==> config.mk <==
export PLATFORM = sky130hd
export DESIGN_NAME = com_ind_top
export DESIGN_NICKNAME = d
export VERILOG_FILES = /design/src/com_pkg.sv /design/src/led_pkg.sv /design/src/com_frame_mon.sv /design/src/com_ind_top.sv /design/src/com_led_ctl.sv /design/src/ms_tick_gen.sv
export SDC_FILE = /design/constraint.sdc
export NUM_CORES = 1
export LEC_CHECK = 0
export BUFFER_PORTS_ARGS = -buffer_cell sky130_fd_sc_hd__buf_2
export CORE_MARGIN = 4
export CORE_UTILIZATION = 35
export DETAILED_ROUTE_END_ITERATION = 16
export HOLD_SLACK_MARGIN = 0.05
export SYNTH_ARGS = -nofsm -noshare
export SYNTH_HDL_FRONTEND = slang
export SYNTH_SLANG_ARGS = --single-unit
==> constraint.sdc <==
create_clock -name clk_sys -period 4.3 [get_ports clk_sys]
set_input_delay 0.645 -clock clk_sys [delete_from_list [all_inputs] [get_ports clk_sys]]
set_output_delay 0.645 -clock clk_sys [all_outputs]
set_load 0.005 [all_outputs]
==> src/com_pkg.sv <==
/*
 * Link-side types shared by the frame monitor, the LED controller and the top.
 * Modules pull these in with a wildcard import in their header.
 */

`default_nettype none

package com_pkg;

    // ----------------------------------------------------------------------
    // Received byte, one per slot per cycle
    // ----------------------------------------------------------------------
    typedef struct packed {
        logic       valid;  // Byte present this cycle
        logic       sop;    // First byte of a frame
        logic       eop;    // Last byte of a frame
        logic [7:0] data;
    } com_byte_t;

    // Monitor strobes, eop kept as the upper bit
    typedef struct packed {
        logic eop;          // Good frame ended
        logic err;          // Frame error
    } com_trig_t;

    // Frame monitor FSM
    typedef enum logic [0:0] {
        MON_IDLE  = 1'b0,
        MON_FRAME = 1'b1
    } mon_state_e;

endpackage : com_pkg

`default_nettype wire

==> src/led_pkg.sv <==
/*
 * Indicator-side types and constants for the per-slot LED controller.
 * Imported by the LED controller and the top level.
 */

`default_nettype none

package led_pkg;

    // ----------------------------------------------------------------------
    // LED pair driven to the front panel
    // ----------------------------------------------------------------------
    typedef struct packed {
        logic err;          // Red LED
        logic act;          // Green LED
    } com_led_t;

    // Activity counter width
    localparam int COM_CNT_W = 5;

    // Saturation value of the activity counter
    localparam logic [COM_CNT_W-1:0] COM_CNT_MAX = '1;

endpackage : led_pkg

`default_nettype wire

==> src/com_frame_mon.sv <==
/*
 * Per-slot frame monitor. Checks frame length and additive checksum
 * and emits one-cycle good-end or error strobes, one cycle after the byte.
 */

`default_nettype none

module com_frame_mon
    import com_pkg::*;
#(
    parameter int MAX_FRAME_LEN = 64
) (
    input  logic      clk_sys,
    input  logic      rst_sys_n,
    input  com_byte_t rx_byte,
    output com_trig_t com_trig
);

    // Length counter holds up to one above the limit
    localparam int LEN_W = $clog2(MAX_FRAME_LEN + 2);
    localparam logic [LEN_W-1:0] LEN_MAX = LEN_W'(MAX_FRAME_LEN);
    localparam logic [LEN_W-1:0] LEN_SAT = LEN_W'(MAX_FRAME_LEN + 1);

    mon_state_e       state, state_nxt;
    logic [7:0]       sum, sum_nxt;
    logic [LEN_W-1:0] len, len_nxt;
    logic [7:0]       sum_add;
    logic [LEN_W-1:0] len_inc;
    com_trig_t        trig_nxt;

    // Running sum and saturating length including the current byte
    assign sum_add = sum + rx_byte.data;
    assign len_inc = (len == LEN_SAT) ? len : len + 1'b1;

    // ----------------------------------------------------------------------
    // Frame rules
    // ----------------------------------------------------------------------
    always_comb begin
        state_nxt = state;
        sum_nxt   = sum;
        len_nxt   = len;
        trig_nxt  = '0;
        if (rx_byte.valid) begin
            if (rx_byte.sop) begin
                // Open frame gets abandoned
                trig_nxt.err = (state == MON_FRAME);
                if (rx_byte.eop) begin
                    // One-byte frame, sum is the byte itself
                    state_nxt = MON_IDLE;
                    if (rx_byte.data == 8'd0) begin
                        trig_nxt.eop = 1'b1;
                    end else begin
                        trig_nxt.err = 1'b1;
                    end
                end else begin
                    state_nxt = MON_FRAME;
                    sum_nxt   = rx_byte.data;
                    len_nxt   = LEN_W'(1);
                end
            end else if (state == MON_IDLE) begin
                // Stray byte outside any frame
                trig_nxt.err = 1'b1;
            end else if (rx_byte.eop) begin
                state_nxt = MON_IDLE;
                // Good only with zero sum and legal length
                if ((sum_add == 8'd0) && (len_inc <= LEN_MAX)) begin
                    trig_nxt.eop = 1'b1;
                end else begin
                    trig_nxt.err = 1'b1;
                end
            end else begin
                sum_nxt = sum_add;
                len_nxt = len_inc;
            end
        end
    end

    // State, accumulators and registered strobes
    always_ff @(posedge clk_sys or negedge rst_sys_n) begin
        if (!rst_sys_n) begin
            state    <= MON_IDLE;
            sum      <= '0;
            len      <= '0;
            com_trig <= '0;
        end else begin
            state    <= state_nxt;
            sum      <= sum_nxt;
            len      <= len_nxt;
            com_trig <= trig_nxt;
        end
    end

endmodule : com_frame_mon

`default_nettype wire

==> src/com_ind_top.sv <==
/*
 * Communication status indicator top. One shared millisecond tick,
 * then per slot a frame monitor feeding an LED controller.
 */

`default_nettype none

module com_ind_top
    import com_pkg::*;
    import led_pkg::*;
#(
    parameter int NUM_SLOTS     = 4,
    parameter int CLK_PER_MS    = 100000,
    parameter int MAX_FRAME_LEN = 64
) (
    input  logic                           clk_sys,
    input  logic                           rst_sys_n,
    input  logic                           cfg_en,
    input  logic      [NUM_SLOTS-1:0]      slot_en,
    input  com_byte_t [NUM_SLOTS-1:0]      rx_byte,
    output com_led_t  [NUM_SLOTS-1:0]      com_led
);

    logic                        ms_tick;
    com_trig_t [NUM_SLOTS-1:0]   com_trig;

    // Millisecond enable shared by every slot
    ms_tick_gen #(
        .CLK_PER_MS (CLK_PER_MS)
    ) u_ms_tick_gen (
        .clk_sys   (clk_sys),
        .rst_sys_n (rst_sys_n),
        .ms_tick   (ms_tick)
    );

    // ----------------------------------------------------------------------
    // Per-slot monitor and LED controller
    // ----------------------------------------------------------------------
    for (genvar i = 0; i < NUM_SLOTS; i++) begin : gen_slot
        com_frame_mon #(
            .MAX_FRAME_LEN (MAX_FRAME_LEN)
        ) u_frame_mon (
            .clk_sys   (clk_sys),
            .rst_sys_n (rst_sys_n),
            .rx_byte   (rx_byte[i]),
            .com_trig  (com_trig[i])
        );

        com_led_ctl u_led_ctl (
            .clk_sys   (clk_sys),
            .rst_sys_n (rst_sys_n),
            .ms_tick   (ms_tick),
            .cfg_en    (cfg_en),
            .slot_en   (slot_en[i]),
            .com_trig  (com_trig[i]),
            .com_led   (com_led[i])
        );
    end

endmodule : com_ind_top

`default_nettype wire

==> src/com_led_ctl.sv <==
/*
 * Per-slot LED controller. Green toggles per millisecond with activity,
 * red pulses one cycle, three stages after an error strobe.
 */

`default_nettype none

module com_led_ctl
    import com_pkg::*;
    import led_pkg::*;
(
    input  logic      clk_sys,
    input  logic      rst_sys_n,
    input  logic      ms_tick,
    input  logic      cfg_en,
    input  logic      slot_en,
    input  com_trig_t com_trig,
    output com_led_t  com_led
);

    logic [COM_CNT_W-1:0] com_cnt;
    logic [2:0]           err_dly;
    logic                 led_en;
    logic                 led_act;
    logic                 led_err;

    // Both enables needed to light anything
    assign led_en = slot_en & cfg_en;

    // ----------------------------------------------------------------------
    // Good frames since last tick
    // ----------------------------------------------------------------------
    // Tick wins over a same-cycle eop
    always_ff @(posedge clk_sys or negedge rst_sys_n) begin
        if (!rst_sys_n) begin
            com_cnt <= '0;
        end else if (ms_tick) begin
            com_cnt <= '0;
        end else if (com_trig.eop && (com_cnt != COM_CNT_MAX)) begin
            com_cnt <= com_cnt + 1'b1;
        end
    end

    // Green LED toggles while active, dark on an idle millisecond
    always_ff @(posedge clk_sys or negedge rst_sys_n) begin
        if (!rst_sys_n) begin
            led_act <= 1'b0;
        end else if (!led_en) begin
            led_act <= 1'b0;
        end else if (ms_tick) begin
            led_act <= (com_cnt != '0) ? ~led_act : 1'b0;
        end
    end

    // ----------------------------------------------------------------------
    // Error delay line and red LED
    // ----------------------------------------------------------------------
    always_ff @(posedge clk_sys or negedge rst_sys_n) begin
        if (!rst_sys_n) begin
            err_dly <= '0;
            led_err <= 1'b0;
        end else begin
            err_dly <= {err_dly[1:0], com_trig.err};
            led_err <= err_dly[2] & led_en;
        end
    end

    assign com_led = '{err: led_err, act: led_act};

endmodule : com_led_ctl

`default_nettype wire

==> src/ms_tick_gen.sv <==
/*
 * Millisecond enable generator shared by all slots.
 * Pulses ms_tick for one clk_sys cycle every CLK_PER_MS cycles.
 */

`default_nettype none

module ms_tick_gen #(
    parameter int CLK_PER_MS = 100000
) (
    input  logic clk_sys,
    input  logic rst_sys_n,
    output logic ms_tick
);

    // Down counter width, at least one bit
    localparam int CNT_W = (CLK_PER_MS > 1) ? $clog2(CLK_PER_MS) : 1;
    localparam logic [CNT_W-1:0] CNT_LOAD = CNT_W'(CLK_PER_MS - 1);

    logic [CNT_W-1:0] ms_cnt;

    // Count down, reload at zero
    // Tick registered so the first pulse lands CLK_PER_MS cycles after reset
    always_ff @(posedge clk_sys or negedge rst_sys_n) begin
        if (!rst_sys_n) begin
            ms_cnt  <= CNT_LOAD;
            ms_tick <= 1'b0;
        end else begin
            ms_tick <= (ms_cnt == '0);
            if (ms_cnt == '0) begin
                ms_cnt <= CNT_LOAD;
            end else begin
                ms_cnt <= ms_cnt - 1'b1;
            end
        end
    end

endmodule : ms_tick_gen

`default_nettype wire

* Word level (Yosys, flattened, before mapping)
Cells that the tools add are included.
Word-level totals: flip-flop bits (word level) 130, input port bits 51, output and inout port bits 8, logic and storage cells 229
Cells by class: $add $sub $neg 13, magnitude comparators 4, equal/unequal tests 20, muxes and demuxes 109, bitwise gates (word level) 12, reduce and logical (&&, ||, !) cells 33
Operators with widths (count):
- $mux 7 | 20
- $mux 8 | 16
- $logic_not 8->1 | 8
- $mux 1 | 48
- $mux 5 | 8
- $add 8x8->8 | 4
- $mux 2 | 16
- $add 7x1->7 const B | 4
- $eq 7x7->1 const B | 4
- $le 7x7->1 const B | 4
- $ne 2x2->1 const B | 12
- $add 5x1->5 const B | 4
- $ne 5x5->1 const B | 4
- $reduce_bool 5->1 | 4
- $logic_not 17->1 | 1
- $mux 17 | 1
- $sub 17x1->17 const B | 1
- $reduce_and 4->1 | 4
- $reduce_bool 2->1 | 8
- $and 1x1->1 | 8
- $logic_and 1x1->1 | 8
- $not 1->1 | 4

* Longest topological paths before layout
depth in word-level cells 9, gate-level depth with buffers 9, mapped depth without buffers 9

* Hierarchy
Synthesis repeated with hierarchy kept, for this count alone.
Unflattened totals: cells, all modules 869, area total of the unflattened synthesis 8124.0 um2
By module, submodules not included:
- com_frame_mon (gen_slot[1].u_frame_mon ...) | times used 2, cells an instance 160, area each 1387.6 um2, seq. area each 450.4 um2
- com_led_ctl | times used 4, cells an instance 41, area each 456.7 um2, seq. area each 250.2 um2
- com_frame_mon (gen_slot[2].u_frame_mon) | times used 1, cells an instance 151, area each 1313.8 um2, seq. area each 450.4 um2
- com_frame_mon (gen_slot[0].u_frame_mon) | times used 1, cells an instance 149, area each 1296.2 um2, seq. area each 450.4 um2
- ms_tick_gen | times used 1, cells an instance 85, area each 912.1 um2, seq. area each 462.9 um2

* Worst setup path after synthesis
OpenSTA, ideal clock, no wires.
path type input -> register, start input rx_byte[22] in the netlist's numbering, end register gen_slot[2].u_frame_mon.com_trig[0] (netlist name), library setup time 120 ps, arrival time 2641 ps, required time 4180 ps, slack 1539 ps, stages on the path 9, cell sequence ha_1 > fa_1 > a211oi_1 > nor4b_1 > a2111oi_2 > nand2_1 > nor4_1 > o21ai_0 > and3_1
RTL lines:
- from (decl) | RTL line com_ind_top.sv:20 | input com_byte_t [NUM_SLOTS-1:0] rx_byte,

==> results.py <==
metrics = {
    "outcome": {
        "status": "completed",
    },
    "layout": {
        "final_cell_mix": "dfrtp_1, nand2_1, nor2_1",
        "fin_util": 0.413,
        "fillers": 2101,
        "nets": 982,
        "final_cells": 1166,
        "multi_input_area_sq_mm": 0.00411,
        "diodes": 0,
        "postLayoutCellArea_sq_mm": 0.00877,
        "syn2layout_area_growth_pct": 14.7,
        "drive_above_1_share": 0.136,
        "final_common_cell": "dfrtp_1",
        "regArea_sq_mm": 0.00327,
    },
    "placement": {
        "dp_cells": 1134,
        "dpl.hpwl_microns": 11100,
        "place_ws_ns": 1.15,
        "routabilityCongestion": 0.810,
        "post_dp_cell_area_sq_mm": 0.00818,
        "portBuffers": 58,
    },
    "setup_path": {
        "crit_path_start_kind": "flop",
        "worstReg2RegStart": "gen_slot[2].u_frame_mon.sum[0]",
        "worst_ep_arrival_time_ns": 3.07,
        "endpoint_kind": "flop",
        "startpoint": "gen_slot[2].u_frame_mon.sum[0]",
        "cp.required_ns": 4.60,
        "worstPathMaxFanout": 3,
        "crit_type": "reg -> reg",
    },
    "synthesis": {
        "synth_mux_area_frac": 0.0432,
        "synth_compound_area_frac": 0.137,
        "syn_avg_cell_area_sq_um": 9.26,
        "ys.flop_type": "dfrtp_1",
        "synth_xor_xnor_area_share": 0.0653,
        "synthDistinctLibCells": 58,
        "synthSimpleGateAreaFrac": 0.201,
        "synth-edff-count": 0,
        "netlist_instances": 825,
        "synth_fp_nets": 929,
        "synth_top_family_by_area": "simple AND/OR/NAND/NOR gates",
        "synthAdderAreaFrac": 0.0907,
        "async_flop_share": 1.00,
        "synth_seq_cells": 130,
        "syn_area_sq_mm": 0.00764,
        "yosysWarningCount": 0,
        "ys_seq_area_frac": 0.427,
    },
    "detailed_routing": {
        "drt_iter0_drc": 326,
        "drc_errors": 0,
        "ant_nets": 0,
        "drtPass1Iterations": 4,
        "totalWireLength_microns": 15300,
        "vias": 5888,
        "viasPerCell": 5.05,
        "routedWlPerCell_microns": 13.1,
    },
    "timing": {
        "tns_ns": 0,
        "max_freq_ghz": 0.361,
        "setup-violations-final": 0,
        "hold_viol_final": 0,
        "slew_violations": 0,
        "finalCriticalPeriod_ns": 2.77,
        "rsz0062_at_grt": "false",
        "worst_pin_slew_ns": 0.898,
        "fin_skew_ns": 0.00807,
        "finalWorstSetupSlack_ns": 1.53,
        "hold-worst-slack_ns": 0.340,
        "fin_crit_sh": 0.644,
        "max-slew-margin-rel": 0.401,
    },
    "clock_network": {
        "htree_levels": 4,
        "clk_pin_slew_ns": 0.06,
        "clock_latency_ns": 0.41,
        "cts_tree": "built",
        "numClockSinks": 130,
        "clockBufferDepth": 2,
        "cts_setup_buffers": 0,
        "cts_resized": 0,
        "cts-root-buf": "clkbuf_16",
        "cts_hold_buf": 0,
        "cts_inserted_buffers": 17,
    },
    "die": {
        "chipHeight_microns": 156,
        "start_util": 0.360,
        "rows": 53,
        "fp.dieW_microns": 156,
        "core_area_sq_mm": 0.0212,
        "dieArea_sq_mm": 0.0243,
        "pin_count": 59,
    },
    "pwr": {
        "p_total_mw": 4.11,
        "p_per_area_mw_per_mm2": 469,
        "peakVddDrop_v": 0.000286,
        "power_leakage_nw": 4.05,
    },
    "grt": {
        "grt_pass1_vias": 5664,
        "antenna_found_initial": 0,
        "gr-total-overflow": 0,
        "grt_usage": 0.133,
        "grt_pass1_wl_microns": 26800,
        "grt_max_degree": 98,
    },
    "flow_run": {
        "drv_cap": 0,
    },
    "min_path": {
        "hp-class": "in -> async",
    },
}
report_power, final:
group / internal [mW] / switching, mW
Clock: 0.887 / 0.534
Sequential: 1.38 / 0.137
Combinational: 0.540 / 0.629
critical path: stages (launching register included):
cell and delay [ns]:
dfrtp_1 0.38, ha_1 0.21, fa_1 0.41, a211oi_1 0.41, nor4b_1 0.13, a2111oi_2 0.34, nand2_1 0.10, nor4_1 0.37
o21ai_0 0.12, and3_1 0.18
sequential cells by signal, indices dropped and copies added, names as in the netlist:
register                       count
gen_slot.u_led_ctl.led_act         4
gen_slot.u_led_ctl.led_err         4
gen_slot.u_frame_mon.com_trig      8
gen_slot.u_frame_mon.sum          32
u_ms_tick_gen.ms_tick              1
gen_slot.u_led_ctl.com_cnt        20
gen_slot.u_frame_mon.len          28
gen_slot.u_led_ctl.err_dly        12
gen_slot.u_frame_mon.state         4
u_ms_tick_gen.ms_cnt              17
worst paths after layout:
path / to / slack [ns] / cells after the start
worst max register to register: gen_slot[2].u_frame_mon.com_trig[0] / 1.53 / 9
max in group asynchronous: u_ms_tick_gen.ms_cnt[2] / 3.08 / 2
min in group clk_sys: gen_slot[3].u_led_ctl.err_dly[1] / 0.35 / 0
worst max-delay path: gen_slot[2].u_frame_mon.com_trig[0] / 1.53 / 9
worst min register to register: gen_slot[3].u_led_ctl.err_dly[1] / 0.35 / 0
worst min-delay path: gen_slot[3].u_led_ctl.led_err / 0.34 / 1
synthesized netlist by cell type (all sizes together), types with 2 or more instances:
cell	n	area, sq um
or2	3	21.3
nor4	13	81.3
inv	28	105
nor4bb	2	20.0
a31oi	5	31.3
and4	2	17.5
o211ai	3	22.5
nand3b	4	30.0
nor2	85	319
nor3	14	70.1
nand4	8	50.1
nor2b	13	81.3
o31ai	15	113
a211oi	4	30.0
o21bai	9	67.6
mux2	8	90.1
or4	3	30.0
xnor2	33	289
mux2i	24	240
clkbuf	19	71.3
o21ai	86	430
fa	4	80.1
or3	3	18.8
dfstp	10	263
a21o	5	37.5
nand2b	10	62.6
nand2	89	334
nor4b	7	61.3
nand3	30	150
and3	25	156
xor2	24	210
dfrtp	120	3000
a21oi	38	190
ha	49	613
a22oi	2	15.0
buf	11	78.8
final cells by class:
cell class	instances	area share
multi-input cells	636	0.468
flip-flops and latches	130	0.373
clock buffers	21	0.0525
well taps	275	0.0393
repair buffers	64	0.0390
clock inverters	11	0.0146
inverters	29	0.0138
metal layers:
layer | share of wire | routed length (microns) | track usage
met1 | 0.50 | 7710 | 0.188
met2 | 0.45 | 6950 | 0.207
met5 | 0 | 0 | 0
met3 | 0.032 | 484 | 0.0275
met4 | 0.010 | 154 | 0.0392
cell families after synthesis:
group | after synthesis
xor+xnor | 57
fa+ha+maj | 53
compound gates | 179
simple gates | 315
buf+inv | 59
mux | 32
flops | 130
No activity file was read; power rests on OpenSTA's default activity.
